===== config.mk =====
export PLATFORM = sky130hd
export DESIGN_NAME = pipeReg
export DESIGN_NICKNAME = d
export VERILOG_FILES = /design/src/logic/pipeReg.sv
export SDC_FILE = /design/constraint.sdc
export NUM_CORES = 1
export LEC_CHECK = 0
export ABC_CLOCK_PERIOD_IN_PS = 1250
export BUFFER_PORTS_ARGS = -buffer_cell sky130_fd_sc_hd__buf_2
export CORE_UTILIZATION = 42
export DETAILED_ROUTE_END_ITERATION = 8
export HOLD_SLACK_MARGIN = 0.02
export PLACE_DENSITY = 0.84
export SLEW_MARGIN = 5
export SYNTH_ARGS = -nofsm -noshare
export SYNTH_HDL_FRONTEND = slang
export SYNTH_SLANG_ARGS = --single-unit

===== constraint.sdc =====
create_clock -name clk -period 1.25 [get_ports clk]
set_input_delay 0.375 -clock clk [delete_from_list [all_inputs] [get_ports clk]]
set_output_delay 0.375 -clock clk [all_outputs]
set_load 0.005 [all_outputs]

===== src/logic/pipeReg.sv =====
`timescale 1ns/100ps

module pipeReg #(
    parameter type payload_t = logic [31:0]
) (
    input  logic     clk,
    input  logic     rst,
    input  logic     hold,
    input  logic     bubble,
    input  payload_t din,
    output payload_t dout
);

    // Bubble wins over hold so a squash is never lost in a stall
    always_ff @(posedge clk) begin
        if (rst || bubble) begin
            dout <= '0;
        end else if (!hold) begin
            dout <= din;
        end
    end

endmodule


==> results.py <==
metrics = {
    "power_and_ir_drop": {
        "power_leakage_nw": 0.8634,
        "powerDensity_nw_per_um2": 1199,
        "ir_drop_uv": 977.3,
    },
    "floorplanning": {
        "design.die.area_sq_um": 2966,
        "floorplan.die.height_um": 54.47,
        "initial_core_util_pct": 45.43,
        "die_width_um": 54.47,
        "boundaryPins": 68,
        "fp.coreArea_sq_um": 2545,
        "floorplan.rows": 18,
    },
    "finish": {
        "register_name_with_the_most_flops": "dout",
        "antennaDiodeCount": 0,
        "drive_above_1_share_pct": 43.43,
        "filler_cell_count": 218,
        "layout_top_registers": "dout x32",
        "final_cell_count_no_fill": 205,
        "syn2layout_area_growth_pct": 36.58,
        "finalNetCount": 210,
        "flip_flop_count_of_the_largest_register_all_copies_and_words_added": 32,
    },
    "routing": {
        "router_iterations_before_antenna_repair": 4,
        "routed_wl_mm": 2.417,
        "post_drt_wl_per_cell_um": 11.79,
        "detail_route.wirelength.met1_um": 930,
        "detailed_route_via_count": 995,
        "antenna_left": 0,
        "routed_via_density": 4.854,
        "highest_layer": "met4",
        "wl_met3_um": 255,
        "met2_wirelength_mm": 1.182,
        "drt_first_iter_violations": 14,
        "total_drc_errors_in_the_routed_layout": 0,
    },
    "critical_path": {
        "cpLargestDelayFamily": "flip-flops",
        "path_max_fanout": 2,
        "worstPathRequired_ns": 0.88,
        "cp-end-kind": "primary output",
        "critPathKind": "flop to primary output",
        "critPathMaxStageDelay_ns": 0.36,
        "critPathLaunchType": "flop",
        "cp_num_buf_inv": 1,
        "critical_path.slowest_cell": "sky130_fd_sc_hd__dfxtp_1",
        "worstPathCellList": "buf_2",
        "worstPathArrival_ns": 0.80,
    },
    "logic_synthesis": {
        "synth.net_count": 141,
        "synthFlopType": "sky130_fd_sc_hd__dfxtp_1",
        "synth_top_cells_by_count": "32 x sky130_fd_sc_hd__dfxtp_1, 32 x sky130_fd_sc_hd__mux2i_1, 32 x sky130_fd_sc_hd__nor2_1",
        "ys_ff_latch": 32,
        "post_synth.cell_area_avg_sq_um": 11.01,
        "cell_variety_after_synth": 7,
        "yosys_warnings": 0,
        "post-synth-top-area-cell": "sky130_fd_sc_hd__dfxtp_1",
        "synthArstFlopShare_pct": 0,
        "synth_area_leaders": "sky130_fd_sc_hd__dfxtp_1 55%, sky130_fd_sc_hd__mux2i_1 28%, sky130_fd_sc_hd__nor2_1 10%",
        "synth-edff-count": 0,
        "syn-cell-area_sq_um": 1156,
        "netlist_instances": 105,
        "synth_top_area_share_pct": 55.41,
        "synth_sequential_area_ratio_pct": 55.41,
    },
    "timing": {
        "finalMaxSlewViolations": 0,
        "fin_setup_tns_ns": 0,
        "timing.fmax_mhz": 850.0,
        "worstMarginPinSlew_ns": 0.1714,
        "layout_setup_ws_ns": 0.07350,
        "final_min_period_over_clock_period_pct": 94.12,
        "finalSetupViolations": 0,
        "clock_skew_ns": 0,
        "hold_violations": 0,
        "tmin_final_ns": 1.177,
        "setup_repair_after_global_routing_missed_its_margin": "no",
        "relSlewSlack_pct": 88.24,
    },
    "cts": {
        "clock_tree.root_cell": "sky130_fd_sc_hd__clkbuf_4",
        "insertion_delay_of_the_later_clocked_pin_in_the_worst_skew_pair_ns": 0.32,
        "post-cts-setup-buffers": 0,
        "ctsLongestPathBuffers": 2,
        "post_cts_resized": 0,
        "numCtsBuffers": 5,
        "htree_num_levels": 2,
        "clock_transition_at_the_registers_of_the_reported_paths_ns": 0.09,
        "tritoncts_num_sinks": 32,
        "cts_hold_buf": 0,
        "tritoncts": "built",
    },
    "outcome": {
        "outcome": "finished, final reports clean",
    },
    "grt": {
        "largest_net_degree_at_the_start_of_global_routing": 33,
        "global_route_wire_length_before_repair_mm": 3.394,
        "via_count_of_the_first_global_routing_pass": 858,
        "overflow": 0,
        "global_route.usage.total_pct": 17.11,
        "number_of_antenna_violations_at_the_first_check_in_global_routing": 0,
    },
    "worst_hold_path": {
        "min_path_type": "input port to flop",
    },
    "place": {
        "io_buffers": 67,
        "globalplace.congestion": 0.6012,
        "worst_case_setup_slack_after_placement_ns": 0.1390,
        "dp.cells": 197,
        "dp_hpwl_mm": 1.777,
    },
    "job": {
        "maxCapViolCount": 0,
    },
}
-- through the flow --
step | util (%) | area, sq um | power (mW) | hold slack [ns]
floorplan | - | 1156 | 1.217 | 0.4884
CTS | 62.05 | 1579 | 1.920 | 0.2651
global placement | 59.73 | 1520 | 1.312 | 0.4689
finish | 62.05 | 1579 | 1.893 | 0.2790
global route | 62.05 | 1579 | 1.995 | 0.2674
detailed placement | 59.73 | 1520 | 1.323 | 0.4843
-- cell usage in the layout, fill, tap and decap left out, drive strengths merged --
cell type   n
dfxtp      32
mux2i      32
buf        70
clkbuf      8
or2         1
nor2       32
-- power by group --
part,switching (mW),leakage (nW),total (mW),internal (mW)
sequential,0.0159,0.261,1.07,1.05
combinational,0.0998,0.570,0.229,0.129
clock,0.318,0.0326,0.596,0.277
total,0.434,0.863,1.89,1.46
-- worst min-delay path: stages --
cell and delay, ns:
sky130_fd_sc_hd__buf_2 0.08, sky130_fd_sc_hd__mux2i_1 0.05, sky130_fd_sc_hd__nor2_1 0.07
-- path summary, 6_finish.rpt --
kind,end,cells past startpoint,slack (ns),startpoint
hold reg to reg,dout[19],2,0.50,dout[19]
hold / removal,dout[23],3,0.28,din[23]
setup / recovery,dout[28],1,0.07,dout[28]
setup reg to reg,dout[31],2,0.60,dout[31]
-- kinds of logic (layout without fill, tap and decap cells) --
logic type    count (synthesis)  in the layout  share of synthesized area, %
mux                          32             32                         27.71
buf+inv                       8             78                         5.952
flops                        32             32                         55.41
simple gates                 33             33                         10.93
-- metal layers --
layer / global-route usage [%] / vias up
met4: 8.974 / 0
met3: 10.00 / 6
met1: 16.27 / 453
met2: 28.86 / 51
li1: - / 485
met5: 0 / -
-- area by class of cell --
| class | count | area [sq um] | area share, % |
|---|---|---|---|
| timing repair buffer | 70 | 395.4 | 25.04 |
| multi-input combinational | 65 | 446.7 | 28.29 |
| clock buffer | 8 | 58.81 | 3.724 |
| tap | 30 | 37.54 | 2.377 |
| sequential | 32 | 640.6 | 40.57 |
Note: power is estimated with default switching activity, not from simulation.
