[src/logic/mipsPkg.sv]
package mipsPkg;

    ////////////////////////////////////////
    // Instruction encodings
    ////////////////////////////////////////

    // Primary opcodes
    localparam logic [5:0] opRtype = 6'h00;
    localparam logic [5:0] opAddiu = 6'h09;
    localparam logic [5:0] opLw    = 6'h23;
    localparam logic [5:0] opSw    = 6'h2b;
    localparam logic [5:0] opBeq   = 6'h04;

    // R-type funct field
    localparam logic [5:0] fnAddu  = 6'h21;
    localparam logic [5:0] fnSubu  = 6'h23;
    localparam logic [5:0] fnAnd   = 6'h24;
    localparam logic [5:0] fnOr    = 6'h25;
    localparam logic [5:0] fnSlt   = 6'h2a;
    localparam logic [5:0] fnJr    = 6'h08;
    localparam logic [5:0] fnBreak = 6'h0d;

    typedef enum logic [2:0] {
        aluAdd,
        aluSub,
        aluAnd,
        aluOr,
        aluSlt
    } aluOp_t;

    ////////////////////////////////////////
    // Pipeline payloads
    ////////////////////////////////////////

    // All zeros means a bubble
    typedef struct packed {
        logic       regWrite;
        logic       memRead;
        logic       memWrite;
        logic       useImm;
        aluOp_t     aluOp;
        logic [4:0] dest;
        logic       isHalt;
    } ctrl_t;

    typedef struct packed {
        logic [31:0] instr;
        logic [31:0] pc;
    } ifId_t;

    typedef struct packed {
        ctrl_t       ctrl;
        logic [31:0] rsVal;
        logic [31:0] rtVal;
        logic [31:0] imm;
    } idEx_t;

    typedef struct packed {
        ctrl_t       ctrl;
        logic [31:0] aluResult;
        logic [31:0] storeData;
    } exMem_t;

    typedef struct packed {
        ctrl_t       ctrl;
        logic [31:0] wbValue;
    } memWb_t;

    // Producer info seen by the hazard check
    typedef struct packed {
        logic       regWrite;
        logic [4:0] dest;
    } hazardTap_t;

    ////////////////////////////////////////
    // Host bus
    ////////////////////////////////////////

    typedef struct packed {
        logic        psel;
        logic        penable;
        logic        pwrite;
        logic [11:0] paddr;
        logic [31:0] pwdata;
    } apbReq_t;

    typedef struct packed {
        logic [31:0] prdata;
        logic        pready;
    } apbRsp_t;

    // Host address map
    localparam logic [11:0] imemBase   = 12'h000;
    localparam logic [11:0] ctrlAddr   = 12'h100;
    localparam logic [11:0] statusAddr = 12'h104;
    localparam logic [11:0] regBase    = 12'h200;
    localparam logic [11:0] dmemBase   = 12'h400;

endpackage

[src/logic/aluExecute.sv]
`timescale 1ns/100ps

module aluExecute (
    input  mipsPkg::idEx_t  idEx,
    output mipsPkg::exMem_t exOut
);

    logic [31:0] opA;
    logic [31:0] opB;
    logic [31:0] result;

    assign opA = idEx.rsVal;

    // Immediate for addiu and the load/store address
    assign opB = idEx.ctrl.useImm ? idEx.imm : idEx.rtVal;

    always_comb begin
        case (idEx.ctrl.aluOp)
            mipsPkg::aluAdd: result = opA + opB;
            mipsPkg::aluSub: result = opA - opB;
            mipsPkg::aluAnd: result = opA & opB;
            mipsPkg::aluOr:  result = opA | opB;
            // Signed compare
            mipsPkg::aluSlt: result = {31'd0, $signed(opA) < $signed(opB)};
            default:         result = 32'd0;
        endcase
    end

    always_comb begin
        exOut.ctrl      = idEx.ctrl;
        exOut.aluResult = result;
        // rt is the store source
        exOut.storeData = idEx.rtVal;
    end

endmodule

[config.mk]
export PLATFORM = sky130hd
export DESIGN_NAME = aluExecute
export DESIGN_NICKNAME = d
export VERILOG_FILES = /design/src/logic/mipsPkg.sv /design/src/logic/aluExecute.sv
export SDC_FILE = /design/constraint.sdc
export NUM_CORES = 1
export LEC_CHECK = 0
export ABC_AREA = 0
export BUFFER_PORTS_ARGS = -buffer_cell sky130_fd_sc_hd__clkbuf_2
export CAP_MARGIN = 20
export CORE_MARGIN = 4
export CORE_UTILIZATION = 48
export DETAILED_ROUTE_END_ITERATION = 7
export GPL_TIMING_DRIVEN = 0
export PLACE_DENSITY = 0.83
export SETUP_SLACK_MARGIN = 0.1
export SLEW_MARGIN = 20
export SYNTH_ARGS = -nofsm -noshare
export SYNTH_HDL_FRONTEND = slang
export SYNTH_SLANG_ARGS = --single-unit
[constraint.sdc]
create_clock -name vclk -period 9.6
set_input_delay 0.48 -clock vclk [all_inputs]
set_output_delay 0.48 -clock vclk [all_outputs]
set_load 0.01 [all_outputs]
==> flow_summary.json <==
{
  "status": "completed",
  "synth_top_family_by_area": "compound AO/OA/AOI/OAI gates",
  "powerDensity_nw_per_um2": 69.2,
  "peakVddDrop_uv": 29.1,
  "cp.arrival_ps": 4830,
  "synth-simple-area-share": 0.162,
  "synth.avg_cell_area_um2": 6.75,
  "finalWirelength_um": 20000,
  "core_area_um2": 11400,
  "wire_per_inst_um": 17.4,
  "portBuffers": 175,
  "dp_hpwl_um": 16400,
  "tightest_slew_ps": 1100,
  "drtPass1Iterations": 6,
  "start_util": 0.489,
  "fillCellCount": 1186,
  "muxShareOfSynthArea": 0.0782,
  "syn-num-nets": 1045,
  "yosysUniqueCellTypes": 71,
  "clkPwrFrac": 0,
  "rsz0062_at_grt": "no",
  "cts_resized": 0,
  "die_w_um": 116,
  "slew_viol_final": 0,
  "setup_viol": 0,
  "ys_seq_area_frac": 0,
  "regArea_um2": 0,
  "grt.total_usage": 0.284,
  "mostFrequentLayoutCells": "clkbuf_2, ha_1, inv_1",
  "ys.warnings.count": 0,
  "crit_type": "input port to primary output",
  "grt_first_pass_wirelength_um": 31200,
  "worstSetupStartpoint": "idEx[105]",
  "finalCritPeriodShare": 0.553,
  "end_kind": "primary output",
  "fin_hold_ws_ps": 1150,
  "gp_congestion": 0.999,
  "vias_per_cell": 5.78,
  "final.setup.worst_slack_ps": 4290,
  "layout-drive-gt1-share": 0.241,
  "final_util": 0.582,
  "setup_tns_ps": 0,
  "antenna_left": 0,
  "synth_xor_area_frac": 0.0439,
  "ioPinCount": 186,
  "drt_iter0_drc": 549,
  "path_max_fanout": 10,
  "cts_setup_buffers": 0,
  "p_leak_nw": 3.52,
  "sw_frac_of_total": 0.605,
  "slew_headroom": 0.269,
  "fmax_ghz": 0.188,
  "area_growth_pct": 18.9,
  "cp-start-kind": "input port",
  "combinationalPowerShare": 1.000,
  "antenna_found_initial": 0,
  "clkbuf_count": 0,
  "fin_cells": 1146,
  "grt_pass1_vias": 6165,
  "cp.required_ps": 9120,
  "multi_input_area_um2": 4710,
  "dieArea_um2": 13400,
  "p_int_mw": 0.181,
  "synthCells": 828,
  "placed_cell_area_um2": 6640,
  "synth_compound_area_frac": 0.315,
  "vias": 6621,
  "seqPwrFrac": 0,
  "final_common_cell": "clkbuf_2",
  "row_count": 39,
  "final_area_um2": 6640,
  "synthAdderAreaFrac": 0.245,
  "finalNetCount": 1222,
  "n_antenna_cell": 0,
  "final.min_clock_period_ps": 5310,
  "chipHeight_um": 116,
  "syn_area_um2": 5590,
  "placed_cells": 1146,
  "hold_buffers": 0,
  "grt_overflow": 0,
  "hold_path_class": "input port to primary output",
  "fin_total_pwr_mw": 0.459,
  "switchingPower_mw": 0.278,
  "dp_slack_ps": 4280,
  "grt_max_degree": 11,
  "seq_cells": 0,
  "hp-start": "idEx[100]",
  "maxCapViolCount": 0,
  "post-route-drc-count": 0,
  "hold_viol": 0
}
logic make-up (layout without fill, tap and decap cells):
| family | Yosys count | after routing |
|---|---|---|
| mux | 41 | 41 |
| buf+inv | 184 | 359 |
| xor+xnor | 28 | 28 |
| fa+ha+maj | 108 | 108 |
| simple gates | 200 | 200 |
| compound gates | 267 | 267 |
critical path: stages:
cell,delay [ps]
clkbuf_1,200
buf_1,840
mux2i_1,380
ha_1,290
buf_2,180
nor3_1,320
nand2_1,100
a211oi_1,490
nor3_1,180
o21bai_1,430
o2111ai_1,180
a32oi_1,270
xor2_1,100
o22ai_1,200
clkbuf_2,190
synth_stat cells (5+ instances only):
cell | number | area (um^2)
ha_1 | 106 | 1330
inv_1 | 98 | 368
a21oi_1 | 88 | 440
nor2_1 | 87 | 327
o21ai_0 | 48 | 240
buf_4 | 45 | 338
nand2_1 | 45 | 169
mux2i_1 | 38 | 380
clkbuf_1 | 26 | 97.6
xnor2_1 | 24 | 210
nand3_1 | 16 | 80.1
o21bai_1 | 14 | 105
a211oi_1 | 13 | 97.6
o22ai_1 | 13 | 81.3
nor3_1 | 12 | 60.1
a21o_1 | 11 | 82.6
o211ai_1 | 11 | 82.6
o21a_1 | 9 | 67.6
a31oi_1 | 7 | 43.8
buf_1 | 7 | 26.3
o31ai_1 | 7 | 52.6
nand4_1 | 6 | 37.5
nor2b_1 | 6 | 37.5
o21ai_1 | 6 | 30.0
buf_2 | 5 | 25.0
nor4_1 | 5 | 31.3
per-layer routing:
metal / global-route usage / vias up / share of wire
met5: 0 / - / 0
met4: 0.0495 / 0 / 0.020
met3: 0.0329 / 32 / 0.087
met2: 0.484 / 333 / 0.46
met1: 0.389 / 3026 / 0.43
li1: - / 3230 / -
final timing paths:
check | to | slack, ps | cells after the start
hold / removal | exOut[68] | 1150 | 2
setup / recovery | exOut[63] | 4290 | 15
layout make-up:
| cell class | count | share of cell area |
|---|---|---|
| Inverter | 100 | 0.0565 |
| Multi-Input combinational cell | 644 | 0.710 |
| Timing Repair Buffer | 175 | 0.132 |
| Tap cell | 143 | 0.0269 |
| Buffer | 84 | 0.0750 |
power by group through the flow:
| stage | Sequential [mW] | Combinational (mW) | Clock, mW |
|---|---|---|---|
| floorplan | 0 | 0.313 | 0 |
| global placement | 0 | 0.446 | 0 |
| finish | 0 | 0.459 | 0 |
| global route | 0 | 0.504 | 0 |
| CTS | 0 | 0.451 | 0 |
| detailed placement | 0 | 0.449 | 0 |
No activity file was read; power rests on OpenSTA's default activity.
