**src/logic/mipsPkg.sv**
```systemverilog
package mipsPkg;

    ////////////////////////////////////////
    // Instruction encodings
    ////////////////////////////////////////

    // Primary opcodes
    localparam logic [5:0] opRtype = 6'h00;
    localparam logic [5:0] opAddiu = 6'h09;
    localparam logic [5:0] opLw    = 6'h23;
    localparam logic [5:0] opSw    = 6'h2b;
    localparam logic [5:0] opBeq   = 6'h04;

    // R-type funct field
    localparam logic [5:0] fnAddu  = 6'h21;
    localparam logic [5:0] fnSubu  = 6'h23;
    localparam logic [5:0] fnAnd   = 6'h24;
    localparam logic [5:0] fnOr    = 6'h25;
    localparam logic [5:0] fnSlt   = 6'h2a;
    localparam logic [5:0] fnJr    = 6'h08;
    localparam logic [5:0] fnBreak = 6'h0d;

    typedef enum logic [2:0] {
        aluAdd,
        aluSub,
        aluAnd,
        aluOr,
        aluSlt
    } aluOp_t;

    ////////////////////////////////////////
    // Pipeline payloads
    ////////////////////////////////////////

    // All zeros means a bubble
    typedef struct packed {
        logic       regWrite;
        logic       memRead;
        logic       memWrite;
        logic       useImm;
        aluOp_t     aluOp;
        logic [4:0] dest;
        logic       isHalt;
    } ctrl_t;

    typedef struct packed {
        logic [31:0] instr;
        logic [31:0] pc;
    } ifId_t;

    typedef struct packed {
        ctrl_t       ctrl;
        logic [31:0] rsVal;
        logic [31:0] rtVal;
        logic [31:0] imm;
    } idEx_t;

    typedef struct packed {
        ctrl_t       ctrl;
        logic [31:0] aluResult;
        logic [31:0] storeData;
    } exMem_t;

    typedef struct packed {
        ctrl_t       ctrl;
        logic [31:0] wbValue;
    } memWb_t;

    // Producer info seen by the hazard check
    typedef struct packed {
        logic       regWrite;
        logic [4:0] dest;
    } hazardTap_t;

    ////////////////////////////////////////
    // Host bus
    ////////////////////////////////////////

    typedef struct packed {
        logic        psel;
        logic        penable;
        logic        pwrite;
        logic [11:0] paddr;
        logic [31:0] pwdata;
    } apbReq_t;

    typedef struct packed {
        logic [31:0] prdata;
        logic        pready;
    } apbRsp_t;

    // Host address map
    localparam logic [11:0] imemBase   = 12'h000;
    localparam logic [11:0] ctrlAddr   = 12'h100;
    localparam logic [11:0] statusAddr = 12'h104;
    localparam logic [11:0] regBase    = 12'h200;
    localparam logic [11:0] dmemBase   = 12'h400;

endpackage

```
**src/logic/regFile.sv**
```systemverilog
`timescale 1ns/100ps

module regFile (
    input  logic           clk,
    input  logic           rst,
    input  logic [4:0]     rsAddr,
    input  logic [4:0]     rtAddr,
    output logic [31:0]    rsValue,
    output logic [31:0]    rtValue,
    input  mipsPkg::ctrl_t wbCtrl,
    input  logic [31:0]    wbValue,
    input  logic [4:0]     hostRegAddr,
    output logic [31:0]    hostRegData
);

    logic [31:0] regs [32];
    logic        wrEn;

    // r0 is never written so it stays zero after reset
    assign wrEn = wbCtrl.regWrite && (wbCtrl.dest != 5'd0);

    always_ff @(posedge clk) begin
        if (rst) begin
            for (int i = 0; i < 32; i++) begin
                regs[i] <= 32'd0;
            end
        end else if (wrEn) begin
            regs[wbCtrl.dest] <= wbValue;
        end
    end

    // Write-through bypass on every read port
    assign rsValue     = (wrEn && (rsAddr == wbCtrl.dest)) ? wbValue : regs[rsAddr];
    assign rtValue     = (wrEn && (rtAddr == wbCtrl.dest)) ? wbValue : regs[rtAddr];
    assign hostRegData = (wrEn && (hostRegAddr == wbCtrl.dest)) ? wbValue : regs[hostRegAddr];

endmodule

```
**config.mk**
```make
export PLATFORM = sky130hd
export DESIGN_NAME = regFile
export DESIGN_NICKNAME = d
export VERILOG_FILES = /design/src/logic/mipsPkg.sv /design/src/logic/regFile.sv
export SDC_FILE = /design/constraint.sdc
export NUM_CORES = 2
export LEC_CHECK = 0
export BUFFER_PORTS_ARGS = -buffer_cell sky130_fd_sc_hd__buf_2
export CAP_MARGIN = 30
export CORE_MARGIN = 2
export CORE_UTILIZATION = 40
export CTS_BUF_LIST = sky130_fd_sc_hd__clkbuf_8
export CTS_CLUSTER_SIZE = 8
export DETAILED_ROUTE_END_ITERATION = 6
export GPL_TIMING_DRIVEN = 1
export PLACE_DENSITY = 0.63
export SYNTH_ARGS = -nofsm -noshare
export SYNTH_HDL_FRONTEND = slang
export SYNTH_SLANG_ARGS = --single-unit
```
**constraint.sdc**
```tcl
create_clock -name clk -period 3.1 [get_ports clk]
set_input_delay 0.62 -clock clk [delete_from_list [all_inputs] [get_ports clk]]
set_output_delay 0.62 -clock clk [all_outputs]
set_load 0.02 [all_outputs]
```
==> results.md <==
* Cells after Synth at 3983
* First-pass DRT Iterations at 6
* Switching pwr at 10.66 mW
* Seq/Total Area, Yosys at 50.05%
* Asr flop ratio synth at 0%
* Vias in the first global route at 44.63k
* Die W at 395.9 um
* Final setup margin at -260.9 ps
* Dpl hpwl at 163800 um
* P_leak at 26.64 nW
* MaxCap Viol Count at 0
* Die Span Y at 395.9 um
* GPL Wtd Cong at 0.9325
* Critical path fanouts, max at 3
* Reg power frac at 45.3%
* Max Clock Freq at 297.5 MHz
* I/O Buffers at 150
* Synth Register Bits at 1024
* Largest register by flop count: regs
* Synth top area share at 50.05%
* CTS buffer count at 183
* Clock tree from TritonCTS: yes
* Final WL at 248600 um
* Final setup fails at 96
* H-tree depth at 4
* Hold Crit Class: in2reg
* Violated checks: setup timing
* # clock sinks at 1024
* Slew HR at 43.67%
* Max reg flops at 1024
* Pwr Density at 465.6 mW/mm^2
* Total GRT Usage at 31.37%
* Register area at 0.03075 mm^2
* Post-synth cell types at 42
* EDFF count, synth at 1024
* Area Growth Syn to Fin at 27.75%
* Slew Viols, Final at 0
* Final Hold Fails at 0
* CP Data Arrival Time at 2740 ps
* Unrepaired setup endpoints after global routing: yes
* Gate power share at 21.2%
* CTS Hold Bufs at 0
* Worst Setup End Kind: output pin
* Wire per inst at 37.53 um
* WP data required at 2480 ps
* Total Nets Final at 4497
* Pint at 25.88 mW
* Die area at 0.1567 mm^2
* Top Registers: regs x1024
* Via Count at 44.94k
* Clock root buffer: clkbuf_8
* Hold Path Depth at 2
* Avg Cell Area, Syn at 15.42 um^2
* Largest net degree at the start of global routing at 64
* CTS Buffer Depth at 3
* Synth Flop Type: edfxtp_1
* Post-layout util at 51.54%
* Via/cell ratio at 6.783
* I/O pins at 158
* Fillers at 12.28k
* Clock share of power at 33.4%
* Total Power at 36.54 mW
* Status: finished, violations left
* Startpoint Class: flop
* Crit path time final at 3361 ps
* Initial Utilization at 40.35%
* Starting DRT DRC Count at 7488
* Gr ovfl total at 0
* Clk slew on worst S/H paths at 60 ps
* Yosys top cell by area: edfxtp_1
* Cell area after synthesis at 0.06143 mm^2
* Top post-synthesis cells by area: edfxtp_1 (50%), mux4_2 (28%), and2_1 (9.8%), o22ai_1 (3.8%), clkbuf_1 (1.9%)
* Sw frac at 29.17%
* Share of layout cells above drive strength 1 at 50.67%
* Core area at 0.1523 mm^2
* Residual DRC at 0
* YS warnings at 0
* Slew @ Worst Pin at 843.0 ps
* WS Path Type: reg2out
* Area taken by multi-input logic gates at 0.03345 mm^2
* Antenna violations before repair at 34
* Rows at 143
* First-pass GRT wire length at 341700 um
* Period utilization at 108.4%
* Post-route ant nets at 0
* Peak VDD IR at 0.4575 mV
## routing by layer
| layer | vias up | part of all wire [%] | global-route usage, % | wire, um |
|---|---|---|---|---|
| met5 | - | 0.082 | 0 | 204 |
| met4 | 16 | 6.8 | 18.37 | 16810 |
| met3 | 911 | 14 | 9.818 | 34570 |
| met2 | 3869 | 45 | 47.45 | 112700 |
| met1 | 23020 | 34 | 39.78 | 84390 |
| li1 | 17120 | - | - | - |
## critical path, stage by stage, from the launching register on
cell      delay (ps)
edfxtp_1         380
mux4_2           260
o22ai_1          110
nor4_4           650
mux2_4           280
buf_6            110
## cell usage after synthesis, drive strengths merged (2+ instances only)
library cell,instances
or2,31
mux4,767
nor4,96
mux2i,2
or3b,11
clkbuf,309
o22ai,377
mux2,96
and2,962
nand3,10
a22oi,2
or4b,2
xor2,6
nor3b,2
edfxtp,1024
buf,172
inv,3
nor2,36
nor3,31
xnor2,9
nor2b,2
or3,4
nand3b,15
o211ai,2
o31ai,2
## logic make-up after synthesis
logic type / share of synthesized area (%)
and+or+nand+nor: 12.20
muxes: 29.91
DFF: 50.05
xor gates and xnor gates: 0.2139
buffers and inverters: 3.615
other: 0.006104
AOI/OAI and AO/OA: 3.994
## path summary, 6_finish.rpt
path	slack (ps)	start	end
worst max-delay path	-260	regs[20][0]	hostRegData[0]
worst min-delay path	70	wbValue[16]	regs[21][16]
## area by class of cell
| type | instances | area share [%] |
|---|---|---|
| multi-input cells | 2506 | 42.62 |
| flip-flops and latches | 1024 | 39.18 |
| repair buffers | 717 | 10.58 |
| well taps | 2030 | 3.236 |
| clock buffers | 184 | 3.227 |
| clock inverters | 145 | 1.083 |
| diodes | 16 | 0.05102 |
| inverters | 3 | 0.01435 |
## placed cells by master (no fill, tap or decap), drive strengths merged, types with 11 or more instances in the layout
cell type / count
edfxtp: 1024
and2: 962
mux4: 767
buf: 713
o22ai: 377
clkbuf: 187
mux2: 96
nor4: 96
clkinv: 79
inv: 63
nor2: 36
conb: 32
or2: 31
nor3: 31
diode: 16
nand3b: 15
or3b: 11
## power groups by stage
stage	Sequential, mW	Combinational, mW	Clock, mW
final	16.6	7.75	12.2
after global routing	16.6	7.93	12.8
after CTS	16.5	7.41	12.2
after detailed placement	16.8	6.23	0
after global placement	16.7	6.20	0
after floorplan	16.6	3.66	0
## stage by stage
stage | worst slack, ps | TNS [ps] | instance area [um^2] | std cells | hold WS (ps)
floorplan | 175.2 | 0 | 61550 | 4014 | 818.2
global placement | -601.9 | -18980 | 69740 | 6293 | 1042
detailed placement | -588.6 | -18550 | 69740 | 6293 | 1043
CTS | -292.1 | -18410 | 77450 | 6593 | 6.465
global route | -291.9 | -18000 | 78440 | 6610 | 47.71
finish | -260.9 | -12860 | 78480 | 6625 | 65.67
## what timing repair did
action,4_1_cts,5_1_grt
gates resized for setup,813,122
pin swaps,175,93
endpoints found under the hold margin,0,0
gates cloned,1,2
endpoints found under the setup margin,96,96
setup buffers,12,15
Power figures use the tool's default switching activity.
