`src/logic/mipsPkg.sv`:
```
package mipsPkg;

    ////////////////////////////////////////
    // Instruction encodings
    ////////////////////////////////////////

    // Primary opcodes
    localparam logic [5:0] opRtype = 6'h00;
    localparam logic [5:0] opAddiu = 6'h09;
    localparam logic [5:0] opLw    = 6'h23;
    localparam logic [5:0] opSw    = 6'h2b;
    localparam logic [5:0] opBeq   = 6'h04;

    // R-type funct field
    localparam logic [5:0] fnAddu  = 6'h21;
    localparam logic [5:0] fnSubu  = 6'h23;
    localparam logic [5:0] fnAnd   = 6'h24;
    localparam logic [5:0] fnOr    = 6'h25;
    localparam logic [5:0] fnSlt   = 6'h2a;
    localparam logic [5:0] fnJr    = 6'h08;
    localparam logic [5:0] fnBreak = 6'h0d;

    typedef enum logic [2:0] {
        aluAdd,
        aluSub,
        aluAnd,
        aluOr,
        aluSlt
    } aluOp_t;

    ////////////////////////////////////////
    // Pipeline payloads
    ////////////////////////////////////////

    // All zeros means a bubble
    typedef struct packed {
        logic       regWrite;
        logic       memRead;
        logic       memWrite;
        logic       useImm;
        aluOp_t     aluOp;
        logic [4:0] dest;
        logic       isHalt;
    } ctrl_t;

    typedef struct packed {
        logic [31:0] instr;
        logic [31:0] pc;
    } ifId_t;

    typedef struct packed {
        ctrl_t       ctrl;
        logic [31:0] rsVal;
        logic [31:0] rtVal;
        logic [31:0] imm;
    } idEx_t;

    typedef struct packed {
        ctrl_t       ctrl;
        logic [31:0] aluResult;
        logic [31:0] storeData;
    } exMem_t;

    typedef struct packed {
        ctrl_t       ctrl;
        logic [31:0] wbValue;
    } memWb_t;

    // Producer info seen by the hazard check
    typedef struct packed {
        logic       regWrite;
        logic [4:0] dest;
    } hazardTap_t;

    ////////////////////////////////////////
    // Host bus
    ////////////////////////////////////////

    typedef struct packed {
        logic        psel;
        logic        penable;
        logic        pwrite;
        logic [11:0] paddr;
        logic [31:0] pwdata;
    } apbReq_t;

    typedef struct packed {
        logic [31:0] prdata;
        logic        pready;
    } apbRsp_t;

    // Host address map
    localparam logic [11:0] imemBase   = 12'h000;
    localparam logic [11:0] ctrlAddr   = 12'h100;
    localparam logic [11:0] statusAddr = 12'h104;
    localparam logic [11:0] regBase    = 12'h200;
    localparam logic [11:0] dmemBase   = 12'h400;

endpackage

```
`src/logic/pipeControl.sv`:
```
`timescale 1ns/100ps

module pipeControl (
    input  logic                clk,
    input  logic                rst,
    input  logic [31:0]         instr,
    input  logic [31:0]         decodePc,
    input  logic [31:0]         rsValue,
    input  logic [31:0]         rtValue,
    input  mipsPkg::hazardTap_t exTap,
    input  mipsPkg::hazardTap_t memTap,
    input  logic                wbHalt,
    input  logic                startPulse,
    output mipsPkg::ctrl_t      decodeCtrl,
    output logic                pcHold,
    output logic                ifIdHold,
    output logic                idExBubble,
    output logic                ifIdBubble,
    output logic                redirect,
    output logic [31:0]         redirectPc,
    output logic                running,
    output logic                halted
);

    logic [5:0]  opcode;
    logic [5:0]  funct;
    logic [4:0]  rs;
    logic [4:0]  rt;
    logic [4:0]  rd;
    logic [31:0] branchOffset;
    logic        isBeq;
    logic        isJr;
    logic        isBreak;
    logic        exHit;
    logic        memHit;
    logic        stall;

    assign opcode = instr[31:26];
    assign funct  = instr[5:0];
    assign rs     = instr[25:21];
    assign rt     = instr[20:16];
    assign rd     = instr[15:11];

    // Word offset, sign extended
    assign branchOffset = {{14{instr[15]}}, instr[15:0], 2'b00};

    ////////////////////////////////////////
    // Decode
    ////////////////////////////////////////

    always_comb begin
        decodeCtrl = '0;
        case (opcode)
            mipsPkg::opRtype: begin
                decodeCtrl.dest = rd;
                case (funct)
                    mipsPkg::fnAddu: begin
                        decodeCtrl.regWrite = 1'b1;
                        decodeCtrl.aluOp    = mipsPkg::aluAdd;
                    end
                    mipsPkg::fnSubu: begin
                        decodeCtrl.regWrite = 1'b1;
                        decodeCtrl.aluOp    = mipsPkg::aluSub;
                    end
                    mipsPkg::fnAnd: begin
                        decodeCtrl.regWrite = 1'b1;
                        decodeCtrl.aluOp    = mipsPkg::aluAnd;
                    end
                    mipsPkg::fnOr: begin
                        decodeCtrl.regWrite = 1'b1;
                        decodeCtrl.aluOp    = mipsPkg::aluOr;
                    end
                    mipsPkg::fnSlt: begin
                        decodeCtrl.regWrite = 1'b1;
                        decodeCtrl.aluOp    = mipsPkg::aluSlt;
                    end
                    mipsPkg::fnBreak: decodeCtrl.isHalt = 1'b1;
                    // jr and unknown functs write nothing
                    default: decodeCtrl.regWrite = 1'b0;
                endcase
            end
            mipsPkg::opAddiu: begin
                decodeCtrl.regWrite = 1'b1;
                decodeCtrl.useImm   = 1'b1;
                decodeCtrl.dest     = rt;
            end
            mipsPkg::opLw: begin
                decodeCtrl.regWrite = 1'b1;
                decodeCtrl.memRead  = 1'b1;
                decodeCtrl.useImm   = 1'b1;
                decodeCtrl.dest     = rt;
            end
            mipsPkg::opSw: begin
                decodeCtrl.memWrite = 1'b1;
                decodeCtrl.useImm   = 1'b1;
            end
            // beq only redirects
            default: decodeCtrl = '0;
        endcase
    end

    assign isBeq   = (opcode == mipsPkg::opBeq);
    assign isJr    = (opcode == mipsPkg::opRtype) && (funct == mipsPkg::fnJr);
    assign isBreak = (opcode == mipsPkg::opRtype) && (funct == mipsPkg::fnBreak);

    ////////////////////////////////////////
    // Hazards and redirect
    ////////////////////////////////////////

    // One rule covers ALU, load, branch and jr consumers
    // Writeback producers are covered by the write-through register file
    assign exHit = exTap.regWrite &&
        (((rs != 5'd0) && (rs == exTap.dest)) || ((rt != 5'd0) && (rt == exTap.dest)));
    assign memHit = memTap.regWrite &&
        (((rs != 5'd0) && (rs == memTap.dest)) || ((rt != 5'd0) && (rt == memTap.dest)));
    assign stall = exHit || memHit;

    // Operands are final once the stall is gone
    assign redirect   = running && !stall && ((isBeq && (rsValue == rtValue)) || isJr);
    assign redirectPc = isJr ? rsValue : decodePc + 32'd4 + branchOffset;

    // Break parks fetch so nothing past it issues
    assign pcHold     = !running || stall || isBreak;
    assign ifIdHold   = stall || isBreak;
    assign idExBubble = !running || stall;
    assign ifIdBubble = !running || redirect;

    ////////////////////////////////////////
    // Run and halt state
    ////////////////////////////////////////

    always_ff @(posedge clk) begin
        if (rst) begin
            running <= 1'b0;
            halted  <= 1'b0;
        end else if (startPulse) begin
            running <= 1'b1;
            halted  <= 1'b0;
        end else if (wbHalt && running) begin
            // Break has retired
            running <= 1'b0;
            halted  <= 1'b1;
        end
    end

endmodule

```
`config.mk`:
```
export PLATFORM = sky130hd
export DESIGN_NAME = pipeControl
export DESIGN_NICKNAME = d
export VERILOG_FILES = /design/src/logic/mipsPkg.sv /design/src/logic/pipeControl.sv
export SDC_FILE = /design/constraint.sdc
export NUM_CORES = 1
export LEC_CHECK = 0
export BUFFER_PORTS_ARGS = -buffer_cell sky130_fd_sc_hd__buf_2
export CORE_UTILIZATION = 45
export DETAILED_ROUTE_END_ITERATION = 6
export PLACE_DENSITY = 0.83
export SLEW_MARGIN = 20
export SYNTH_ARGS = -nofsm -noshare
export SYNTH_HDL_FRONTEND = slang
export SYNTH_SLANG_ARGS = --single-unit
```
`constraint.sdc`:
```
create_clock -name clk -period 6.4 [get_ports clk]
set_input_delay 0.96 -clock clk [delete_from_list [all_inputs] [get_ports clk]]
set_output_delay 0.96 -clock clk [all_outputs]
set_load 0.01 [all_outputs]
```
==> metrics.cfg <==
[routing]
detailedRoute.firstPassIterationCount=5
post-route-drc-count=0
route.detailed.wl_per_inst_um=16.3
routed_wirelength_mm=12.3
num_vias=4379
route.detailed.vias_per_inst=5.82
first_iter_violations=251
route.antenna.remaining_nets=0

[global_routing]
grtUsageTotal=0.311
first_global_vias=4081
grt_start_max_net_pins=28
total_gr_overflow=0
grt_first_pass_wirelength_mm=18.9
antenna_violations_before_repair=0

[synthesis]
post_synth_main_area_contributors=sky130_fd_sc_hd__ha_1, sky130_fd_sc_hd__xnor2_1, sky130_fd_sc_hd__xor2_1
synth_cells=470
warning_count_from_the_yosys_run=0
post-synth-top-area-cell=sky130_fd_sc_hd__ha_1
yosys_most_used_dff=sky130_fd_sc_hd__dfxtp_1
post_synth_instance_area_mm2=0.00325
syn_avg_cell_area_um2=6.92
synth-edff-count=0
synth-compound-area-share=0.271
muxShareOfSynthArea=0.0123
portion_of_the_post_synthesis_area_used_by_sequential_elements=0.0123
top_cell_type_s_share_of_synthesized_area=0.219
ys_ff_latch=2
yosys.area_share.xor_xnor=0.191
ys_types=57
synth-adder-area-share=0.225
async_set_or_reset_register_ratio_after_synthesis=0
syn-num-nets=672
synth-simple-area-share=0.256
synth_top_family_by_area=compound AO/OA/AOI/OAI gates

[power]
switching_power_uw=275
power_report.internal_total_uw=255
switching_share=0.519
clock_network_power_share=0.094
power_per_cell_area_mw_per_mm2=122
irDropWorstVdd_mv=0.162
seqPwrFrac=0.026
power_frac_comb=0.880
leak_uw=0.00221

[clock_network]
numClockSinks=2
post_cts_hold_buffer_count=0
clock_tree.htree_level_count=1
worstSkewPairLatency_ns=0.21
cts.repair_timing.setup_buffer_count=0
clock-root-buffer=sky130_fd_sc_hd__clkbuf_8
tritoncts=yes
post_cts_resize_count=0
clockBufferDepth=2
number_of_clock_buffers_inserted_by_tritoncts=3
cts.reportedPaths.clkPinSlew_ns=0.03

[placement]
dp_cells=750
globalplace.congestion=0.889
dpl.hpwl_mm=10.4
postPlaceCellArea_mm2=0.00431
number_of_buffers_added_on_ports=195

[outcome]
run_status=finished clean

[timing]
final.setup_skew_ns=0.00297
finalWorstPathRequiredPeriod_ns=4.85
timing.slew.headroom=0.546
setup_viol_count_final=0
grt_setup_unrepaired=false
fmax_mhz=206
max_slew.worst_pin.slew_ns=0.679
timing.setup.tns_ns=0
drv_slew=0
final_min_period_over_clock_period=0.758
final_number_of_hold_violating_endpoints=0

[floorplan]
die_h_um=87.0
die_w_um=87.0
rows=30
placeableCoreArea_mm2=0.00687
io_pins=196
initial_core_util=0.473
design.die.area_mm2=0.00757

[setup_path]
crit_path_launch_type=input pin
cp.arrival_ns=3.89
worst_endpoint_required_time_ns=5.44
critPathCaptureType=output port
critPathMaxFanout=5
criticalPathCategory=in -> out

[cells_and_area]
fill_cells=645
finalNonFillerCells=753
area_delta_synth_final_pct=33.8
antennaDiodeCount=0
drive_above_1_share=0.321
fin_nets=861
design_area_mm2=0.00435

[run]
cap_viol_max_count=0

[min_path]
hold_class=reg -> reg

## sequential cells by signal, summed over array words and instances (netlist names)
signal   flops
running      1
halted       1
## metrics by stage
step	hold WS, ns	utilization	setup WS, ns	total power, uW
6_report	0.500	0.633	1.55	530
5_1_grt	0.561	0.633	1.34	578
4_1_cts	0.500	0.633	1.63	526
3_5_place_dp	0.493	0.627	1.64	471
2_1_floorplan	0.522	-	2.20	297
3_3_place_gp	0.490	0.627	1.77	464
## critical path, stage by stage
cell and delay [ns]:
sky130_fd_sc_hd__buf_2 0.13, sky130_fd_sc_hd__ha_1 0.30, sky130_fd_sc_hd__ha_1 0.23, sky130_fd_sc_hd__fa_1 0.41
sky130_fd_sc_hd__a21o_1 0.19, sky130_fd_sc_hd__a221oi_2 0.41, sky130_fd_sc_hd__o21a_1 0.32, sky130_fd_sc_hd__o21bai_1 0.15
sky130_fd_sc_hd__a2111oi_0 0.47, sky130_fd_sc_hd__nor3_1 0.14, sky130_fd_sc_hd__buf_2 0.16
## worst paths after layout
kind / startpoint / to / slack (ns) / cells after the start
worst max-delay path: instr[1] / redirectPc[25] / 1.55 / 11
worst min-delay path: halted / halted / 0.50 / 2
worst max register to register: running / running / 5.65 / 2
worst min register to register: halted / halted / 0.50 / 2
## synthesized netlist by cell type, drive strengths merged (3+ instances only)
cell,n
nand2,58
ha,57
a21oi,42
xnor2,39
nor2,37
xor2,32
o21ai,31
nand3,16
inv,13
nand4,13
nor3,13
nor4,12
a21o,11
clkbuf,9
o21a,7
a22o,5
o22ai,5
a211oi,4
and3,4
buf,4
mux2i,4
o21bai,4
o31ai,4
or4,4
a221oi,3
nand2b,3
or2,3
or3,3
## layout make-up
type,instances,area (um2),share of cell area
Multi-Input combinational cell,442,3110,0.715
Tap cell,96,120,0.0276
Clock buffer,3,41.3,0.00949
Sequential cell,2,40.0,0.00920
Timing Repair Buffer,197,991,0.228
Inverter,13,48.8,0.0112
## routing by layer
layer	track usage	vias up	part of all wire
met2	0.526	218	0.47
met4	0.117	0	0.029
met3	0.0227	34	0.069
li1	-	2133	-
met1	0.412	1994	0.43
met5	0	-	0
## power groups by stage
stage | clock [uW] | combinational [uW] | sequential [uW]
2_1_floorplan | 0 | 283 | 14.1
3_3_place_gp | 0 | 450 | 13.9
3_5_place_dp | 0 | 457 | 13.9
4_1_cts | 50.4 | 462 | 13.8
5_1_grt | 52.1 | 512 | 13.9
6_report | 49.8 | 467 | 13.8
## layout by cell type (no fill, tap or decap), drive strengths merged, types with 3 or more instances in the layout
cell / instances
a211oi: 4
a21o: 11
a21oi: 42
a221oi: 3
a22o: 5
and3: 4
buf: 197
clkbuf: 3
ha: 57
inv: 13
mux2i: 4
nand2: 58
nand2b: 3
nand3: 16
nand4: 13
nor2: 37
nor3: 13
nor4: 12
o21a: 7
o21ai: 31
o21bai: 4
o22ai: 5
o31ai: 4
or2: 3
or3: 3
or4: 4
xnor2: 39
xor2: 32
## logic make-up after synthesis
kind of cell    Yosys count
compound gates          136
simple gates            173
buf+inv                  26
xor+xnor                 71
mux                       4
fa+ha+maj                58
flops                     2
Note: power is estimated with default switching activity, not from simulation.
