$ cat src/logic/mipsPkg.sv
package mipsPkg;

    ////////////////////////////////////////
    // Instruction encodings
    ////////////////////////////////////////

    // Primary opcodes
    localparam logic [5:0] opRtype = 6'h00;
    localparam logic [5:0] opAddiu = 6'h09;
    localparam logic [5:0] opLw    = 6'h23;
    localparam logic [5:0] opSw    = 6'h2b;
    localparam logic [5:0] opBeq   = 6'h04;

    // R-type funct field
    localparam logic [5:0] fnAddu  = 6'h21;
    localparam logic [5:0] fnSubu  = 6'h23;
    localparam logic [5:0] fnAnd   = 6'h24;
    localparam logic [5:0] fnOr    = 6'h25;
    localparam logic [5:0] fnSlt   = 6'h2a;
    localparam logic [5:0] fnJr    = 6'h08;
    localparam logic [5:0] fnBreak = 6'h0d;

    typedef enum logic [2:0] {
        aluAdd,
        aluSub,
        aluAnd,
        aluOr,
        aluSlt
    } aluOp_t;

    ////////////////////////////////////////
    // Pipeline payloads
    ////////////////////////////////////////

    // All zeros means a bubble
    typedef struct packed {
        logic       regWrite;
        logic       memRead;
        logic       memWrite;
        logic       useImm;
        aluOp_t     aluOp;
        logic [4:0] dest;
        logic       isHalt;
    } ctrl_t;

    typedef struct packed {
        logic [31:0] instr;
        logic [31:0] pc;
    } ifId_t;

    typedef struct packed {
        ctrl_t       ctrl;
        logic [31:0] rsVal;
        logic [31:0] rtVal;
        logic [31:0] imm;
    } idEx_t;

    typedef struct packed {
        ctrl_t       ctrl;
        logic [31:0] aluResult;
        logic [31:0] storeData;
    } exMem_t;

    typedef struct packed {
        ctrl_t       ctrl;
        logic [31:0] wbValue;
    } memWb_t;

    // Producer info seen by the hazard check
    typedef struct packed {
        logic       regWrite;
        logic [4:0] dest;
    } hazardTap_t;

    ////////////////////////////////////////
    // Host bus
    ////////////////////////////////////////

    typedef struct packed {
        logic        psel;
        logic        penable;
        logic        pwrite;
        logic [11:0] paddr;
        logic [31:0] pwdata;
    } apbReq_t;

    typedef struct packed {
        logic [31:0] prdata;
        logic        pready;
    } apbRsp_t;

    // Host address map
    localparam logic [11:0] imemBase   = 12'h000;
    localparam logic [11:0] ctrlAddr   = 12'h100;
    localparam logic [11:0] statusAddr = 12'h104;
    localparam logic [11:0] regBase    = 12'h200;
    localparam logic [11:0] dmemBase   = 12'h400;

endpackage

$ cat src/logic/apbHostPort.sv
`timescale 1ns/100ps

module apbHostPort #(
    parameter int imemWords = 64,
    parameter int dmemWords = 64
) (
    input  logic                         clk,
    input  logic                         rst,
    input  mipsPkg::apbReq_t             apbReq,
    output mipsPkg::apbRsp_t             apbRsp,
    output logic                         imemWrite,
    output logic [$clog2(imemWords)-1:0] imemAddr,
    output logic [31:0]                  imemData,
    output logic                         startPulse,
    output logic [4:0]                   hostRegAddr,
    output logic [$clog2(dmemWords)-1:0] hostDmemAddr,
    input  logic [31:0]                  hostRegData,
    input  logic [31:0]                  hostDmemData,
    input  logic                         running,
    input  logic                         halted
);

    logic        setupPhase;
    logic        accessWrite;
    logic [3:0]  window;
    logic [31:0] readMux;
    logic [31:0] prdataReg;

    assign setupPhase  = apbReq.psel && !apbReq.penable;
    assign accessWrite = apbReq.psel && apbReq.penable && apbReq.pwrite;

    // Each region is a 256 byte window
    assign window = apbReq.paddr[11:8];

    ////////////////////////////////////////
    // Write side
    ////////////////////////////////////////

    assign imemWrite = accessWrite && (window == mipsPkg::imemBase[11:8]);
    assign imemAddr  = apbReq.paddr[2 +: $clog2(imemWords)];
    assign imemData  = apbReq.pwdata;

    ////////////////////////////////////////
    // Read side
    ////////////////////////////////////////

    assign hostRegAddr  = apbReq.paddr[6:2];
    assign hostDmemAddr = apbReq.paddr[2 +: $clog2(dmemWords)];

    always_comb begin
        readMux = 32'd0;
        if (apbReq.paddr == mipsPkg::statusAddr) begin
            readMux = {30'd0, halted, running};
        end else if ((window == mipsPkg::regBase[11:8]) && !apbReq.paddr[7]) begin
            // Only 32 registers, upper half unmapped
            readMux = hostRegData;
        end else if (window == mipsPkg::dmemBase[11:8]) begin
            readMux = hostDmemData;
        end
    end

    // Sample in setup so data is there for the access cycle
    always_ff @(posedge clk) begin
        if (rst) begin
            startPulse <= 1'b0;
            prdataReg  <= 32'd0;
        end else begin
            startPulse <= accessWrite && (apbReq.paddr == mipsPkg::ctrlAddr) &&
                          apbReq.pwdata[0];
            if (setupPhase && !apbReq.pwrite) begin
                prdataReg <= readMux;
            end
        end
    end

    // Zero wait states
    assign apbRsp.prdata = prdataReg;
    assign apbRsp.pready = 1'b1;

endmodule

$ cat config.mk
export PLATFORM = sky130hd
export DESIGN_NAME = apbHostPort
export DESIGN_NICKNAME = d
export VERILOG_FILES = /design/src/logic/mipsPkg.sv /design/src/logic/apbHostPort.sv
export SDC_FILE = /design/constraint.sdc
export NUM_CORES = 1
export LEC_CHECK = 0
export ABC_AREA = 1
export BUFFER_PORTS_ARGS = -buffer_cell sky130_fd_sc_hd__buf_2
export CORE_AREA = 2 2 59 117
export DETAILED_ROUTE_END_ITERATION = 7
export DIE_AREA = 0 0 61 119
export GPL_ROUTABILITY_DRIVEN = 0
export PLACE_DENSITY = 0.78
export SYNTH_ARGS = -nofsm -noshare
export SYNTH_HDL_FRONTEND = slang
export SYNTH_SLANG_ARGS = --single-unit
$ cat constraint.sdc
create_clock -name clk -period 1.1 [get_ports clk]
set_input_delay 0.055 -clock clk [delete_from_list [all_inputs] [get_ports clk]]
set_output_delay 0.055 -clock clk [all_outputs]
set_load 0.02 [all_outputs]
==> flow_metrics.tcl, run 1 <==
set metrics [dict create \
    status "finished, final reports clean" \
    grt_overflow_total 0 \
    cts_buffer_depth 2 \
    ctsHoldBuffers 0 \
    finalWirelength_um 6688 \
    h-tree-depth 2 \
    hold_end "startPulse" \
    cts_inserted_buffers 5 \
    yosys_warnings 0 \
    routedWlPerCell_um 12.09 \
    p_int_mw 2.577 \
    synth_top_cell_by_area "dfxtp_1" \
    grt_pass1_wl_um 10950 \
    synth_cell_types 19 \
    clkTransAtPathRegs_ns 0.06 \
    p_clk_share_pct 47.0 \
    first_iter_violations 314 \
    reg2reg_from "prdataReg[0]" \
    crit_family "flip-flops" \
    dr_wl_met3_um 711 \
    antenna_found_initial 0 \
    critical_path.max_stage_delay_ns 0.36 \
    synth_area_leaders "dfxtp_1 27%, buf_4 15%, nand3_1 14%" \
    worst_path_max_delay_cell "dfxtp_1" \
    syn2layout_area_growth_pct 25.23 \
    reg2reg_depth 4 \
    min_period_ns 0.8625 \
    pre_cts_ws_ns 0.07338 \
    clock_latency_ns 0.26 \
    nets 579 \
    critical_path_required_ns 1.04 \
    area.sequential_um2 660.6 \
    core_region_area_um2 6464 \
    cts_setup_buffers 0 \
    root_buffer "clkbuf_16" \
    slew_violations 0 \
    power_leakage_nw 1.645 \
    combPwrFrac_pct 17.3 \
    die_w_um 61 \
    cts_num_sinks 33 \
    tns_ns 0 \
    crit_path_start_kind "flip-flop" \
    hold_viol_final 0 \
    ant_nets 0 \
    antenna_cells 0 \
    avgViaCountPerCell 4.848 \
    drtPass1Iterations 4 \
    wl_met1_um 2983 \
    crit_type "flip-flop to output pin" \
    cp_num_buf_inv 1 \
    setup_violations 0 \
    fin_skew_ns 0 \
    met2_length_um 2927 \
    cap_violations 0 \
    crit_arrival_ns 0.81 \
    hold_path.class "input pin to flip-flop" \
    dpl.hpwl_um 5112 \
    synthCells 379 \
    drive_above_1_share_pct 36.56 \
    syn_avg_cell_area_um2 6.398 \
    crit_path_end_kind "output pin" \
    rsz0062_at_grt "no" \
    fin_crit_sh_pct 78.41 \
    p_switching_mw 0.8210 \
    multi_input_area_um2 1066 \
    synth_nets 494 \
    port_buffers 135 \
    crit_path_cell_trace "buf_2" \
    dieArea_um2 7259 \
    io-pin-count 199 \
    switching_share_pct 24.16 \
    hold_depth 3 \
    seq_area_frac_synth_pct 27.24 \
    fp-row-count 42 \
    power_density_nw_per_um2 1119 \
    ys_ff_latch 33 \
    grtUsageTotal_pct 19.20 \
    num-fill-cells 696 \
    min_from "apbReq[0]" \
    rr_endpoint "prdataReg[0]" \
    synth_top_area_share_pct 27.24 \
    vias 2681 \
    ir_worst_vdd_mv 0.5502 \
    cts_resized 0 \
    die_h_um 119 \
    grt_pass1_vias 2393 \
    start_util_pct 37.51 \
    fmax_ghz 1.159 \
    cts_tree "done" \
    route.top_layer_used "met4" \
    seq_power_share_pct 35.7 \
    setup_ws_ns 0.2375 \
    r2r_slack_ns 0.37 \
    syn_area_um2 2425 \
    drc 0 \
    grt_max_degree 21 \
    worstPathMaxFanout 2 \
]
==> cell families (layout without fill, tap and decap cells) <==
group / Yosys count / in the layout / share of synthesized area (%)
AND/OR/NAND/NOR: 188 / 188 / 36.79
buffers and inverters: 123 / 209 / 28.79
AO/OA/AOI/OAI: 34 / 34 / 7.017
flip-flops: 33 / 33 / 27.24
other: 1 / 1 / 0.1547
==> placed cells by master (no fill, tap or decap), types with 3 or more instances in the layout <==
cell type / n
nor2_1: 14
buf_4: 19
nand3_1: 68
dfxtp_1: 33
nand4_1: 30
buf_2: 135
a21oi_1: 32
clkbuf_16: 5
nand2_1: 69
inv_1: 43
nor2_2: 3
==> layer usage <==
metal	global-route usage, %	vias to the layer above
met5	0	-
met4	6.114	0
met3	4.886	8
met2	29.03	180
met1	26.27	1140
li1	-	1353
==> Yosys cell counts (all sizes together) <==
master  instances
a21oi          32
buf            65
clkbuf         13
conb            1
dfxtp          33
inv            45
nand2          69
nand3          69
nand4          30
nor2           18
nor4            2
o21ai           2
==> registers in the layout, summed over array words and instances, names as in the netlist <==
register,cells
prdataReg,32
startPulse,1
==> final cells by class <==
type	instances	area share [%]
inverter	45	5.562
clock buffer	7	4.697
tap	88	3.626
clock inverter	1	0.9889
timing repair buffer	156	28.27
sequential	33	21.76
multi-input combinational	223	35.11
==> how the worst max path moves through the flow <==
| stage | start | end | depth (start not counted) |
|---|---|---|---|
| finish | prdataReg[17] | apbRsp[18] | 1 |
| CTS | prdataReg[17] | apbRsp[18] | 1 |
| floorplan | apbReq[42] | imemWrite | 3 |
| global route | prdataReg[17] | apbRsp[18] | 1 |
| detailed placement | apbReq[43] | prdataReg[15] | 6 |
| global placement | apbReq[40] | prdataReg[25] | 7 |
==> per-stage QoR <==
step | utilization [%] | instances | power (mW) | hold slack [ns] | area (um2)
global placement | 44.31 | 545 | 1.822 | 0.1101 | 2864
finish | 46.98 | 553 | 3.398 | 0.05690 | 3037
detailed placement | 44.31 | 545 | 1.822 | 0.1101 | 2864
CTS | 46.98 | 553 | 3.432 | 0.05918 | 3037
global route | 46.98 | 553 | 3.569 | 0.05774 | 3037
floorplan | - | 379 | 1.749 | 0.1963 | 2425
==> power groups by stage <==
stage          registers, mW  logic [mW]  clock network (mW)
2_1_floorplan           1.25       0.497                   0
3_3_place_gp            1.24       0.583                   0
3_5_place_dp            1.24       0.583                   0
4_1_cts                 1.21       0.586                1.63
5_1_grt                 1.21       0.651                1.70
6_report                1.21       0.587                1.60
No activity file was read; power rests on OpenSTA's default activity.
==> run 2, diff against run 1 <==
==> config.mk (replaced) <==
export PLATFORM = sky130hd
export DESIGN_NAME = apbHostPort
export DESIGN_NICKNAME = d
export VERILOG_FILES = /design/src/logic/mipsPkg.sv /design/src/logic/apbHostPort.sv
export SDC_FILE = /design/constraint.sdc
export NUM_CORES = 1
export LEC_CHECK = 0
export ABC_AREA = 0
export BUFFER_PORTS_ARGS = -buffer_cell sky130_fd_sc_hd__buf_2
export CORE_AREA = 2 2 77 79
export DETAILED_ROUTE_END_ITERATION = 7
export DIE_AREA = 0 0 79 81
export GPL_ROUTABILITY_DRIVEN = 0
export PLACE_DENSITY = 0.77
export SYNTH_ARGS = -nofsm -noshare
export SYNTH_HDL_FRONTEND = slang
export SYNTH_SLANG_ARGS = --single-unit
==> constraint.sdc (replaced) <==
create_clock -name clk -period 0.84 [get_ports clk]
set_input_delay 0.042 -clock clk [delete_from_list [all_inputs] [get_ports clk]]
set_output_delay 0.042 -clock clk [all_outputs]
set_load 0.02 [all_outputs]
==> run 2 against run 1 <==
- the run now ends with negative setup slack left
- clock power down 5%
- count of clock-buffer cells in the layout unchanged
- critical path depth increased by 6
- critical path type is now input pin to flip-flop
- critical endpoint is now prdataReg[0]
- largest cell class is now buffers
==> flow_metrics.tcl, run 2 <==
set metrics [dict create \
    status "finished, violations left" \
    violations "negative setup slack" \
    dpl.hpwl_um 3944 \
    antenna_cells 0 \
    seq_power_share_pct 42.8 \
    crit_arrival_ns 1.28 \
    cts_num_sinks 33 \
    seq_area_frac_synth_pct 35.11 \
    hold_viol_final 0 \
    area.sequential_um2 671.9 \
    finalWirelength_um 5153 \
    drc 0 \
    crit_path_start_kind "input pin" \
    crit_top_cell "buf_6" \
    cp_num_buf_inv 3 \
    synth_edf_count 0 \
    cts_inserted_buffers 5 \
    synthArstFlopShare_pct 0 \
    grt_pass1_vias 1646 \
    cts_buffer_depth 2 \
    cap_violations 0 \
    largest_reg_flops 32 \
    avgViaCountPerCell 4.789 \
    grtUsageTotal_pct 15.19 \
    p_clk_share_pct 41.2 \
    fp-row-count 28 \
    worst_path_max_delay_cell "or3_4" \
    drive_above_1_share_pct 65.61 \
    fin_area_um2 2711 \
    synth_flop_cell "dfxtp_1" \
    syn2layout_area_growth_pct 44.08 \
    combPwrFrac_pct 16.1 \
    num-fill-cells 580 \
    synth_cell_types 26 \
    ant_nets 0 \
    fin_crit_sh_pct 128.6 \
    grt_max_degree 19 \
    routedWlPerCell_um 13.25 \
    port_buffers 135 \
    rsz0062_at_grt "yes" \
    clkTransAtPathRegs_ns 0.07 \
    worstPathMaxFanout 7 \
    synthCells 211 \
    ys_ff_latch 33 \
    clock_latency_ns 0.28 \
    synth.most_common_cell "buf_4" \
    p_int_mw 2.831 \
    h-tree-depth 2 \
    setup_violations 33 \
    synth_nets 326 \
    power_density_nw_per_um2 1360 \
    hold_path.class "input pin to flip-flop" \
    slew_violations 0 \
    syn_avg_cell_area_um2 8.919 \
    dieArea_um2 6399 \
    layout_commonest_cell "buf_2" \
    start_util_pct 33.16 \
    reg_top3 "prdataReg x32, startPulse x1" \
    yosys_warnings 0 \
    core_region_area_um2 5675 \
    crit_path_end_kind "flip-flop" \
    fin_skew_ns 0 \
    crit_path_cell_trace "buf_6 > or3_4 > nor3b_4 > buf_6 > buf_8 > a22oi_2 > o221ai_1" \
    critical_path.max_stage_delay_ns 0.41 \
    vias 1863 \
    cts_tree "done" \
    grt_overflow_total 0 \
    grt_pass1_wl_um 7590 \
    die_h_um 81 \
    drtPass1Iterations 4 \
    regMostFlops "prdataReg" \
    setup_ws_ns -0.2405 \
    io-pin-count 199 \
    min_period_ns 1.081 \
    antenna_found_initial 0 \
    synth_top_cell_by_area "dfxtp_1" \
    ir_worst_vdd_mv 0.5368 \
    synth_area_leaders "dfxtp_1 35%, buf_4 21%, a22oi_1 13%" \
    root_buffer "clkbuf_8" \
    dpl_cell_area_um2 2404 \
    multi_input_area_um2 833.3 \
    p_switching_mw 0.8564 \
    critical_path_required_ns 1.04 \
    die_w_um 79 \
    nets 428 \
    syn_area_um2 1882 \
    p_total_mw 3.688 \
    synth_top_area_share_pct 35.11 \
    power_leakage_nw 1.223 \
    synth_top_cells_by_count "52 x buf_4, 33 x dfxtp_1, 32 x a22oi_1, 32 x nand2_1, 19 x o21ai_1" \
    switching_share_pct 23.22 \
    final_cell_mix "107 x buf_2, 39 x buf_4, 32 x nand2_1" \
    fmax_ghz 0.9255 \
    crit_type "input pin to flip-flop" \
    crit_family "simple AND/OR/NAND/NOR gates" \
    first_iter_violations 46 \
]
run 2: area by class of cell:
cell class	count	area share (%)
Timing Repair Buffer	157	36.32
Multi-Input combinational cell	113	30.73
Sequential cell	33	24.78
Tap cell	75	3.461
Clock buffer	7	3.184
Clock inverter	1	1.108
Inverter	3	0.4153
run 2: cells by family after synthesis:
kind of cell | after synthesis | share of synthesized area [%]
buf+inv | 65 | 26.13
other cells | 1 | 0.1993
simple gates | 46 | 13.50
flops | 33 | 35.11
compound gates | 66 | 25.07
run 2: final timing paths:
check | start | end | slack [ns] | cells past startpoint
min | hostDmemData[11] | prdataReg[11] | 0.02 | 3
min reg2reg | prdataReg[2] | prdataReg[2] | 0.45 | 2
max reg2reg | prdataReg[1] | prdataReg[1] | 0.24 | 2
max | apbReq[43] | prdataReg[0] | -0.24 | 7
run 2: through the flow:
stage | TNS [ns] | utilization, % | hold WS (ns) | setup slack [ns] | std cells
6_report | -6.633 | 47.77 | 0.01589 | -0.2405 | 389
2_1_floorplan | -11.07 | - | 0.1966 | -0.3631 | 211
4_1_cts | -6.509 | 46.30 | 0.01143 | -0.2232 | 388
5_1_grt | -8.672 | 47.77 | 0.008504 | -0.2908 | 389
3_5_place_dp | -17.56 | 42.35 | 0.08414 | -0.5896 | 377
3_3_place_gp | -16.71 | 42.35 | 0.08414 | -0.5216 | 377
run 2: power by group through the flow:
| stage | Clock [mW] | Sequential, mW | Combinational [mW] |
|---|---|---|---|
| CTS | 1.57 | 1.58 | 0.585 |
| floorplan | 0 | 1.62 | 0.487 |
| global placement | 0 | 1.61 | 0.551 |
| global route | 1.64 | 1.58 | 0.642 |
| detailed placement | 0 | 1.61 | 0.560 |
| finish | 1.52 | 1.58 | 0.592 |
run 2: layer usage:
layer	track usage [%]	wire [um]	up-vias
li1	-	-	896
met1	17.18	1985	850
met2	27.29	2622	99
met3	3.444	443	18
met4	6.897	102	0
met5	0	0	-
run 2: repair_timing:
action	CTS	global route
resized for setup	21	33
buffers inserted	1	1
hold buffers	0	0
endpoints found under the setup margin	36	59
pin swaps	15	3
cloned	2	0
run 2: tightest hold or removal path, cell delays in order:
cell     delay (ns)
buf_2          0.08
a22oi_2        0.05
o21ai_2        0.09
